$ cat config.mk
export PLATFORM = sky130hd
export DESIGN_NAME = dcache
export DESIGN_NICKNAME = d
export VERILOG_FILES = /design/src/dcache_pkg.sv /design/src/dcache.sv /design/src/dcache_ctrl.sv /design/src/dcache_sets.sv
export VERILOG_INCLUDE_DIRS = /design/src
export SDC_FILE = /design/constraint.sdc
export NUM_CORES = 2
export LEC_CHECK = 0
export ABC_AREA = 1
export ABC_CLOCK_PERIOD_IN_PS = 7700
export BUFFER_PORTS_ARGS = -buffer_cell sky130_fd_sc_hd__buf_2
export CORE_MARGIN = 5
export CORE_UTILIZATION = 55
export DETAILED_ROUTE_END_ITERATION = 10
export HOLD_SLACK_MARGIN = 0.1
export PLACE_DENSITY = 0.68
export SLEW_MARGIN = 15
export SYNTH_ARGS = -nofsm -noshare
export SYNTH_HDL_FRONTEND = slang
export SYNTH_SLANG_ARGS = --single-unit
export TNS_END_PERCENT = 1
$ cat constraint.sdc
create_clock -name CLK -period 7.7 [get_ports CLK]
set_input_delay 1.155 -clock CLK [delete_from_list [all_inputs] [get_ports CLK]]
set_output_delay 1.155 -clock CLK [all_outputs]
set_load 0.005 [all_outputs]
$ cat src/dcache_defines.svh
`ifndef DCACHE_DEFINES_SVH
`define DCACHE_DEFINES_SVH

// byte address and data word
`define DCACHE_ADDR_W 32
`define DCACHE_WORD_W 32

// geometry: 8 sets of two ways, two words per block
`define DCACHE_SETS 8
`define DCACHE_WAYS 2

// set index is address bits 5 to 3
`define DCACHE_INDEX_W 3

// tag is address bits 31 to 6
`define DCACHE_TAG_W 26

// blocks visited by the halt flush (ways times sets)
`define DCACHE_SLOTS 16

`endif
$ cat src/dcache_pkg.sv
`include "dcache_defines.svh"

package dcache_pkg;

   // address and data
   typedef logic [`DCACHE_ADDR_W-1:0] addr_t;
   typedef logic [`DCACHE_WORD_W-1:0] word_t;

   // block fields taken from an address
   typedef logic [`DCACHE_TAG_W-1:0]   tag_t;
   typedef logic [`DCACHE_INDEX_W-1:0] set_idx_t;

   // one extra bit so the scan can run one past the last block
   typedef logic [$clog2(`DCACHE_SLOTS):0] slot_t;

   // controller states
   typedef enum logic [3:0] {
      IDLE,
      WB1,
      WB2,
      READ1,
      READ2,
      SCAN,
      FLUSH1,
      FLUSH2,
      HALTED
   } dcache_state_t;

endpackage

$ cat src/dcache.sv
`timescale 1ns/1ns

module dcache
   import dcache_pkg::*;
(
   input  logic  CLK,
   input  logic  nRST,
   input  logic  dmem_ren,
   input  logic  dmem_wen,
   input  addr_t dmem_addr,
   input  word_t dmem_store,
   input  logic  halt,
   input  word_t mem_load,
   input  logic  mem_wait,
   output word_t dmem_load,
   output logic  dhit,
   output logic  flushed,
   output logic  mem_ren,
   output logic  mem_wen,
   output addr_t mem_addr,
   output word_t mem_store
);

   // storage control from the controller
   set_idx_t index;
   logic     rd_way;
   logic     rd_word;
   logic     wr_en;
   logic     wr_way;
   logic     wr_word;
   word_t    wr_data;
   tag_t     fill_tag;
   logic     fill_done;
   logic     clean_en;
   logic     clean_way;
   logic     touch_en;
   logic     touch_way;

   // indexed set fields back to the controller
   tag_t       tag0;
   tag_t       tag1;
   logic [1:0] valid;
   logic [1:0] dirty;
   logic       lru_way;
   word_t      rd_data;

   dcache_ctrl i_ctrl (.*);

   dcache_sets i_sets (.*);

endmodule

$ cat src/dcache_ctrl.sv
`timescale 1ns/1ns
`include "dcache_defines.svh"

module dcache_ctrl
   import dcache_pkg::*;
(
   input  logic                    CLK,
   input  logic                    nRST,
   input  logic                    dmem_ren,
   input  logic                    dmem_wen,
   input  addr_t                   dmem_addr,
   input  word_t                   dmem_store,
   input  logic                    halt,
   input  word_t                   mem_load,
   input  logic                    mem_wait,
   input  tag_t                    tag0,
   input  tag_t                    tag1,
   input  logic [`DCACHE_WAYS-1:0] valid,
   input  logic [`DCACHE_WAYS-1:0] dirty,
   input  logic                    lru_way,
   input  word_t                   rd_data,
   output word_t                   dmem_load,
   output logic                    dhit,
   output logic                    flushed,
   output logic                    mem_ren,
   output logic                    mem_wen,
   output addr_t                   mem_addr,
   output word_t                   mem_store,
   output set_idx_t                index,
   output logic                    rd_way,
   output logic                    rd_word,
   output logic                    wr_en,
   output logic                    wr_way,
   output logic                    wr_word,
   output word_t                   wr_data,
   output tag_t                    fill_tag,
   output logic                    fill_done,
   output logic                    clean_en,
   output logic                    clean_way,
   output logic                    touch_en,
   output logic                    touch_way
);

   dcache_state_t state;
   dcache_state_t next_state;
   addr_t         miss_addr;
   logic          wr_miss;
   slot_t         slot;

   tag_t req_tag;
   tag_t victim_tag;
   tag_t scan_tag;
   logic hit0;
   logic hit1;
   logic hit;
   logic req;
   logic scan_way;

   assign req     = dmem_ren || dmem_wen;
   assign req_tag = dmem_addr[31:6];

   // only meaningful in IDLE, where the index follows the request
   assign hit0 = valid[0] && (tag0 == req_tag);
   assign hit1 = valid[1] && (tag1 == req_tag);
   assign hit  = req && (hit0 || hit1);

   // slot bit 3 picks the way, bits 2 to 0 the set
   assign scan_way   = slot[3];
   assign victim_tag = lru_way ? tag1 : tag0;
   assign scan_tag   = scan_way ? tag1 : tag0;

   assign dmem_load = rd_data;

   always_comb
   begin
      case (state)
         IDLE:                         index = dmem_addr[5:3];
         SCAN, FLUSH1, FLUSH2, HALTED: index = slot[2:0];
         default:                      index = miss_addr[5:3];
      endcase
   end

   always_comb
   begin
      next_state = state;
      case (state)
         IDLE:
         begin
            if (halt)
               next_state = SCAN;
            else if (req && !hit)
               next_state = (valid[lru_way] && dirty[lru_way]) ? WB1 : READ1;
         end
         WB1:    if (!mem_wait) next_state = WB2;
         WB2:    if (!mem_wait) next_state = READ1;
         READ1:  if (!mem_wait) next_state = READ2;
         READ2:  if (!mem_wait) next_state = IDLE;
         SCAN:
         begin
            if (slot == slot_t'(`DCACHE_SLOTS))
               next_state = HALTED;
            else if (valid[scan_way] && dirty[scan_way])
               next_state = FLUSH1;
         end
         FLUSH1: if (!mem_wait) next_state = FLUSH2;
         FLUSH2: if (!mem_wait) next_state = SCAN;
         HALTED: next_state = HALTED;
         default: next_state = IDLE;
      endcase
   end

   always_ff @(posedge CLK or negedge nRST)
   begin
      if (!nRST)
      begin
         state   <= IDLE;
         wr_miss <= 1'b0;
         slot    <= '0;
      end
      else
      begin
         state <= next_state;
         if (state == IDLE && req)
            wr_miss <= dmem_wen;
         // the scan moves on after a clean block or a finished flush
         if (state == IDLE)
            slot <= '0;
         else if (state == SCAN && next_state == SCAN)
            slot <= slot + 1'b1;
         else if (state == FLUSH2 && !mem_wait)
            slot <= slot + 1'b1;
      end
   end

   // the miss address is captured on the request that leaves IDLE
   always_ff @(posedge CLK)
   begin
      if (state == IDLE)
         miss_addr <= dmem_addr;
   end

   always_comb
   begin
      dhit      = 1'b0;
      flushed   = 1'b0;
      mem_ren   = 1'b0;
      mem_wen   = 1'b0;
      mem_addr  = '0;
      mem_store = '0;
      rd_way    = hit1;
      rd_word   = dmem_addr[2];
      wr_en     = 1'b0;
      wr_way    = hit1;
      wr_word   = dmem_addr[2];
      wr_data   = dmem_store;
      fill_tag  = miss_addr[31:6];
      fill_done = 1'b0;
      clean_en  = 1'b0;
      clean_way = lru_way;
      touch_en  = 1'b0;
      touch_way = hit1;
      case (state)
         IDLE:
         begin
            if (!halt && hit)
            begin
               dhit     = 1'b1;
               touch_en = 1'b1;
               wr_en    = dmem_wen;
            end
         end
         WB1, WB2:
         begin
            mem_wen   = 1'b1;
            rd_way    = lru_way;
            rd_word   = (state == WB2);
            mem_addr  = {victim_tag, miss_addr[5:3], rd_word, 2'b00};
            mem_store = rd_data;
            clean_en  = (state == WB2) && !mem_wait;
         end
         READ1, READ2:
         begin
            // word 0 sets dirty on a write miss, a read miss clears it again
            mem_ren   = 1'b1;
            wr_word   = (state == READ2);
            mem_addr  = {miss_addr[31:3], wr_word, 2'b00};
            wr_en     = !mem_wait;
            wr_way    = lru_way;
            wr_data   = mem_load;
            fill_done = (state == READ2) && !mem_wait;
            clean_en  = (state == READ1) && !mem_wait && !wr_miss;
         end
         FLUSH1, FLUSH2:
         begin
            mem_wen   = 1'b1;
            rd_way    = scan_way;
            rd_word   = (state == FLUSH2);
            mem_addr  = {scan_tag, slot[2:0], rd_word, 2'b00};
            mem_store = rd_data;
            clean_en  = (state == FLUSH2) && !mem_wait;
            clean_way = scan_way;
         end
         HALTED: flushed = 1'b1;
         default: flushed = 1'b0;
      endcase
   end

endmodule

$ cat src/dcache_sets.sv
`timescale 1ns/1ns
`include "dcache_defines.svh"

module dcache_sets
   import dcache_pkg::*;
(
   input  logic                    CLK,
   input  logic                    nRST,
   input  set_idx_t                index,
   input  logic                    rd_way,
   input  logic                    rd_word,
   input  logic                    wr_en,
   input  logic                    wr_way,
   input  logic                    wr_word,
   input  word_t                   wr_data,
   input  tag_t                    fill_tag,
   input  logic                    fill_done,
   input  logic                    clean_en,
   input  logic                    clean_way,
   input  logic                    touch_en,
   input  logic                    touch_way,
   output tag_t                    tag0,
   output tag_t                    tag1,
   output logic [`DCACHE_WAYS-1:0] valid,
   output logic [`DCACHE_WAYS-1:0] dirty,
   output logic                    lru_way,
   output word_t                   rd_data
);

   // per set and way
   tag_t                    tag_q   [`DCACHE_SETS][`DCACHE_WAYS];
   word_t                   data_q  [`DCACHE_SETS][`DCACHE_WAYS][2];
   logic [`DCACHE_WAYS-1:0] valid_q [`DCACHE_SETS];
   logic [`DCACHE_WAYS-1:0] dirty_q [`DCACHE_SETS];

   // per set, the way to replace next
   logic [`DCACHE_SETS-1:0] lru_q;

   // tag, valid and dirty bits
   always_ff @(posedge CLK or negedge nRST)
   begin
      if (!nRST)
      begin
         for (int s = 0; s < `DCACHE_SETS; s++)
         begin
            valid_q[s] <= '0;
            dirty_q[s] <= '0;
            for (int w = 0; w < `DCACHE_WAYS; w++)
            begin
               tag_q[s][w] <= '0;
            end
         end
      end
      else
      begin
         // a processor write makes the block dirty, a memory fill does not
         if (wr_en && !fill_done)
         begin
            dirty_q[index][wr_way] <= 1'b1;
         end
         if (fill_done)
         begin
            tag_q[index][wr_way]   <= fill_tag;
            valid_q[index][wr_way] <= 1'b1;
         end
         // clean comes last so it wins over a write to the same way
         if (clean_en)
         begin
            dirty_q[index][clean_way] <= 1'b0;
         end
      end
   end

   // block data
   always_ff @(posedge CLK or negedge nRST)
   begin
      if (!nRST)
      begin
         for (int s = 0; s < `DCACHE_SETS; s++)
         begin
            for (int w = 0; w < `DCACHE_WAYS; w++)
            begin
               data_q[s][w][0] <= '0;
               data_q[s][w][1] <= '0;
            end
         end
      end
      else if (wr_en)
      begin
         data_q[index][wr_way][wr_word] <= wr_data;
      end
   end

   // replacement bits point away from the way last used
   always_ff @(posedge CLK or negedge nRST)
   begin
      if (!nRST)
      begin
         lru_q <= '0;
      end
      else if (touch_en)
      begin
         lru_q[index] <= ~touch_way;
      end
   end

   // fields of the indexed set
   assign tag0    = tag_q[index][0];
   assign tag1    = tag_q[index][1];
   assign valid   = valid_q[index];
   assign dirty   = dirty_q[index];
   assign lru_way = lru_q[index];

   assign rd_data = data_q[index][rd_way][rd_word];

endmodule

-- Yosys cells after proc, flatten, opt, wreduce, memory -nomap -nowiden
Index checks and enable logic that the tools add are counted.
- bits in registers: 1522
- latch bits: 0
- memory bits (writable): 0
- bits in read-only memories: 0
- input port bits: 102
- memories: 0
- $add $sub $neg: 1
- multipliers: 0
- div/mod/pow operators: 0
- $lt $le $gt $ge: 16
- equal/unequal tests: 12
- shift-type cells: 0
- muxes and demuxes: 88
- bitwise gates (word level): 10
- reductions and logical operators: 35
- operators by type and width (cell ; count):
    $bwmux 1024 ; 1
    $bwmux 416 ; 1
    $bmux 128 s3 ; 1
    $demux 128 s3 ; 1
    $mux 128 ; 3
    $mux 64 ; 4
    $mux 32 ; 6
    $bmux 52 s3 ; 1
    $demux 52 s3 ; 1
    $mux 52 ; 3
    $pmux 32 s3 ; 1
    $mux 26 ; 3
    $demux 64 s1 ; 1
    $eq 26x26->1 ; 2
    $mux 4 ; 10
    $pmux 4 s9 ; 1
    $demux 32 s1 ; 1
    $mux 16 ; 2
    $or 16x16->16 ; 2
    $demux 26 s1 ; 1
    $mux 1 ; 22
    $logic_and 1x1->1 ; 21
    $eq 4x3->1 const B ; 5
    $and 16x16->16 ; 1
    34 further kinds ; 67

-- Longest topological paths before layout
- word-level depth: 20
- gate-level depth with buffers: 32

-- Cells and area by module
From an unflattened synthesis, not the netlist that was laid out.
- cell total of the unflattened synthesis: 9682
- area total of the unflattened synthesis: 73048.8 sq um
- by module, submodules not included (module ; instances ; cells each ; area each (sq um) ; seq. area each (sq um)):
    dcache_sets ; 1 ; 8755 ; 67883.9 ; 37035.5
    dcache_ctrl ; 1 ; 927 ; 5165.0 ; 1121.1

-- Worst setup path before layout
No wires, ideal clock.
- path type: in2out
- start: input dmem_addr[3]
- end: output mem_addr[13]
- arrival time: 3740 ps
- data required time: 6545 ps
- slack: 2805 ps
- stages on the path: 17
- path buffers: 4
- path through: inv_1 -> nor2_1 -> a21oi_2 -> nand2_2 -> buf_6 -> buf_6 -> buf_6 -> nand2_1 -> o22ai_1 -> a221oi_1 -> nand4_1 -> a21oi_1 -> clkinv_1 -> nor2_1 -> buf_2 -> nand2_1 -> o211ai_1
- longest elaborated chain between the ends: 7
- elaborated cells on any way between the ends: 10
- classes of those cells: mux: 9; bitwise: 1
- ends and longest elaborated chain (element ; RTL line ; RTL):
    from (decl) ; dcache.sv:10 ; input addr_t dmem_addr,
    $pmux 3 s2 (*) ; dcache_ctrl.sv:76 ; case (state)
    $not 3->4 (implied by the code) ; dcache_sets.sv:108, dcache_sets.sv:109 ;
    $bmux 52 s3 ; dcache_sets.sv:108, dcache_sets.sv:109 ;
    $mux 52 (implied by the code) (2 in a row) ; dcache_sets.sv:108 ; assign tag0 = tag_q[index][0];
    $mux 26 (on tied branches) ; dcache_ctrl.sv:70, dcache_ctrl.sv:69 ;
    $pmux 32 s3 (*) ; dcache_ctrl.sv:162 ; case (state)
    to (decl) ; dcache.sv:20 ; output addr_t mem_addr,
Mark *: on every way between the ends. The rest lies on a longest branch, timed or not. The select of a mux whose other input is x is not followed.

-- Worst setup path after layout
- start: register i_ctrl.state[0]
- end: output mem_store[11]
- longest elaborated chain between the ends: 18
- elaborated cells on any way between the ends: 37
- classes of those cells: eq/ne: 7; mux: 21; bitwise: 3; reduce/logical: 6
- ends and longest elaborated chain (element ; RTL line ; RTL):
    from (decl) ; dcache_ctrl.sv:44 ; dcache_state_t state;
    from (signal assigned) ; dcache_ctrl.sv:122 ; state <= next_state;
    $eq 4x4->1 (tied with other cells) ; dcache_ctrl.sv:76 ;
    $reduce_or 4->1 ; dcache_ctrl.sv:76 ;
    $pmux 3 s2 ; dcache_ctrl.sv:76 ;
    $not 3->4 (implied by the code) ; dcache_sets.sv:109, dcache_sets.sv:110, dcache_sets.sv:114 ;
    $bmux 52 s3 ; dcache_sets.sv:109 ; assign tag1 = tag_q[index][1];
    $mux 52 (2 in a row) ; n/a ;
    $eq 26x26->1 ; dcache_ctrl.sv:64 ; assign hit1 = valid[1] && (tag1 == req_tag);
    $logic_and 1x1->1 ; dcache_ctrl.sv:64 ;
    $pmux 1 s2 ; dcache_ctrl.sv:162 ;
    $not 1->2 (implied by the code) ; dcache_sets.sv:114 ; assign rd_data = data_q[index][rd_way][rd_word];
    $mux 64 (implied by the code) (3 in a row) ; dcache_sets.sv:114 ;
    $mux 32 (implied by the code) (3 in a row) ; dcache_sets.sv:114 ;
    $mux 32 (*) ; dcache_ctrl.sv:162 ;
    to (decl) ; dcache.sv:21 ; output word_t mem_store
Marked as above.

==> flow_metrics.tcl <==
set metrics [dict create \
    status "complete, no violations" \
    finalSetupTns_ns 0 \
    critPathMaxFanout 40 \
    slowest_stage "nor2_4" \
    drv_slew 0 \
    ys_dominant_reg_cell "dfrtp_1" \
    drive_gt1_share_pct 8.403 \
    coreArea_um2 125600 \
    synth_most_common_cell "nand2_1" \
    ir_drop_uv 472.2 \
    cts_setup_buffers 0 \
    rsz0062_at_grt "no" \
    die_y_um 365.4 \
    track_usage_pct 34.39 \
    syn_area_um2 69480 \
    synth_common_cells "nand2_1, dfrtp_1, nand3_1, o21ai_0, clkbuf_1" \
    hold_viol_final 0 \
    die_w_um 365.4 \
    crit_buf_inv 4 \
    cts_sinks 1519 \
    synthTopCellsByArea "dfrtp_1, nand2_1, nand3_1" \
    placed_cells 9714 \
    setup_viol 0 \
    holdWs_ns 0.4168 \
    clk_pin_slew_worst_paths_ns 0.06 \
    cpPeakStageDelay_ns 0.58 \
    min_period_ns 7.131 \
    grt_pass1_wl_mm 351.4 \
    worstMarginPinSlew_ns 1.238 \
    hp-class "input pin to asynchronous set/reset pin" \
    area_growth_pct 10.26 \
    endpoint_kind "primary output" \
    setup.worst_path.class "register to primary output" \
    place_ws_ns 1.082 \
    cts_tree "done" \
    fin_skew_ns 0.04191 \
    detail-route-antenna-nets 0 \
    fillCellCount 10930 \
    ioPinCount 202 \
    worstPathRequired_ns 6.55 \
    cellPowerDensity_nw_per_um2 434.0 \
    hpwl_mm 134.0 \
    io_buffers 197 \
    cpMostUsedCell "nand2_1" \
    synth_largest_area_cell "dfrtp_1" \
    yosys_warnings 0 \
    clock_latency_ns 0.80 \
    p_leak_nw 37.25 \
    wirelength_mm 231.0 \
    antenna_found_initial 6 \
    final_cells 9994 \
    wl_per_cell_um 23.11 \
    cts.root.buffer_cell "clkbuf_16" \
    drt_iter0_drc 7517 \
    nets 8329 \
    overflow 0 \
    synthCells 8393 \
    h-tree-depth 4 \
    async_flop_share_pct 98.09 \
    ctsResizeCount 0 \
    synth_top_area_share_pct 53.67 \
    path_delay_family "simple AND/OR/NAND/NOR gates" \
    setup_slack_ns 0.5694 \
    start_util_pct 55.33 \
    period_share_pct 92.60 \
    avgSynthCellArea_um2 8.278 \
    grt_max_degree 174 \
    cp_cell_sequence "nor2_4 > nand2_2 > inv_2 > nor2_4 > nand2_1 > nand2_2 > nor2_4 > buf_4 > nand3_1 > nand2_1 > o21ai_0 > nand2_1 > nand2_1 > nor2_1 > nand2_1 > nor2_2 > nand3_4 > nand2_2 > buf_12 > nand2_1 > nand3_1 > nand2_1 > nor2_1 > buf_2" \
    arrival_ns 5.98 \
    synth.distinct_cells 41 \
    relSlewSlack_pct 17.20 \
    max_freq_ghz 0.1402 \
    cts-hold-fix-buffers 0 \
    totalPowerFinal_w 0.03324 \
    drtPass1Iterations 7 \
    die_area_um2 133500 \
    gp_congestion 0.8952 \
    synth-edff-count 29 \
    numCtsBuffers 159 \
    fp-row-count 130 \
    cts_buffer_depth 3 \
    num_vias 60630 \
    vias_per_cell 6.067 \
    drc_errors 0 \
    critPathLaunchType "register" \
    ys_seq_area_share_pct 54.92 \
    ys_ff_latch 1519 \
    grt_pass1_vias 57540 \
    drv_cap 0 \
]
## where the power goes
| part | total (W) | switching (W) | internal [W] | leakage (nW) |
|---|---|---|---|---|
| clock network | 0.00767 | 0.00321 | 0.00446 | 2.54 |
| registers | 0.0110 | 0.00104 | 0.00996 | 20.4 |
| logic | 0.0146 | 0.0110 | 0.00359 | 14.3 |
| total | 0.0332 | 0.0152 | 0.0180 | 37.3 |
## routing by layer
metal	share of wire [%]	track usage [%]	vias up	wire length (um)
met4	6.0	18.82	4	13830
met5	0.012	0	-	27
met3	9.3	6.021	650	21470
met2	45	54.00	3147	105000
li1	-	-	27540	-
met1	39	45.86	29300	90680
## logic make-up after synthesis
family                   count (synthesis)  share of synthesized area [%]
flip-flops                            1519                          54.92
adder cells (fa/ha/maj)                  2                        0.03601
AO/OA/AOI/OAI                         1501                          12.82
buffers and inverters                  936                          5.646
other                                    1                       0.005397
AND/OR/NAND/NOR                       4430                          26.52
XOR/XNOR                                 4                        0.05042
## final timing paths
check / from / to / slack (ns) / cells past startpoint
min reg2reg: i_sets.valid_q[3]$_DFFE_PN0P_ / i_sets.valid_q[3]$_DFFE_PN0P_ / 0.45 / 2
min in group CLK: i_sets.valid_q[3]$_DFFE_PN0P_ / i_sets.valid_q[3]$_DFFE_PN0P_ / 0.45 / 2
max: i_ctrl.state[0]$_DFF_PN0_ / mem_store[11] / 0.57 / 24
max reg2reg: i_ctrl.state[0]$_DFF_PN0_ / i_sets.data_q[876]$_DFFE_PN0P_ / 1.48 / 25
max in group asynchronous: nRST / i_sets.data_q[907]$_DFFE_PN0P_ / 5.50 / 3
min: nRST / i_sets.data_q[784]$_DFFE_PN0P_ / 0.42 / 1
## registers in the layout (all words and copies together) (netlist names)
name              flops
i_sets.tag_q        416
i_ctrl.miss_addr     29
i_ctrl.slot           5
i_sets.valid_q       16
i_ctrl.state          4
i_sets.dirty_q       16
i_sets.lru_q          8
i_sets.data_q      1024
i_ctrl.wr_miss        1
## worst reg2reg max path, cell delays in order (launching register included)
cell,delay (ns)
dfrtp_1,0.46
nor2_4,0.23
nand2_2,0.23
nand3_2,0.18
nand3_1,0.20
nand2_8,0.45
buf_4,0.44
buf_4,0.28
nand2_1,0.07
nand3_1,0.08
nand2_1,0.08
nor2_1,0.15
nor2_1,0.06
nor2_1,0.34
nand2_1,0.09
nor2_1,0.18
nand2_1,0.08
nor2_1,0.09
nand2_1,0.15
nand2_1,0.22
nand3_1,0.15
nand2_4,0.46
buf_12,0.53
buf_4,0.68
nand3_1,0.18
nand2_1,0.11
## cells in the final DEF, fill, tap and decap left out, types with 4 or more instances in the layout
cell,Yosys,routed
nand2_1,3077,3059
nand2_2,25,40
o22ai_1,13,13
buf_2,191,196
a221oi_1,81,81
nor3_4,0,9
a21oi_1,33,31
nor2_2,5,6
xor2_1,4,4
o21ai_1,316,315
nor3_2,9,7
o31ai_1,5,5
nand2_4,5,6
edfxtp_1,29,29
inv_6,0,12
inv_2,4,5
buf_4,33,138
buf_12,1,32
nand3_1,892,891
nor2_1,215,211
dfrtp_1,1490,1490
clkbuf_1,443,42
o221ai_1,8,8
nor2_4,7,10
clkbuf_16,0,164
o21ai_0,667,667
nand4_1,127,127
a22oi_1,301,301
clkinv_2,0,19
inv_1,233,226
a22o_1,67,67
and2_1,33,33
nor3_1,33,26
o211ai_1,6,6
clkbuf_8,0,34
bufinv_16,0,7
## layout make-up
cell class,count,area (um2),share of cell area [%]
antenna,2,5.005,0.006533
sequential,1519,38160,49.81
timing repair buffer,366,2658,3.469
clock inverter,38,420.4,0.5488
tap,1650,2064,2.695
multi-input combinational,5939,27630,36.07
inverter,240,935.9,1.222
clock buffer,240,4730,6.174
## stage by stage
step / area, um2 / util, %
global route: 76600 / 61.00
CTS: 76600 / 61.00
finish: 76600 / 61.00
floorplan: 69480 / -
detailed placement: 71450 / 56.90
global placement: 71450 / 56.90
(Power assumes the default switching activity.)
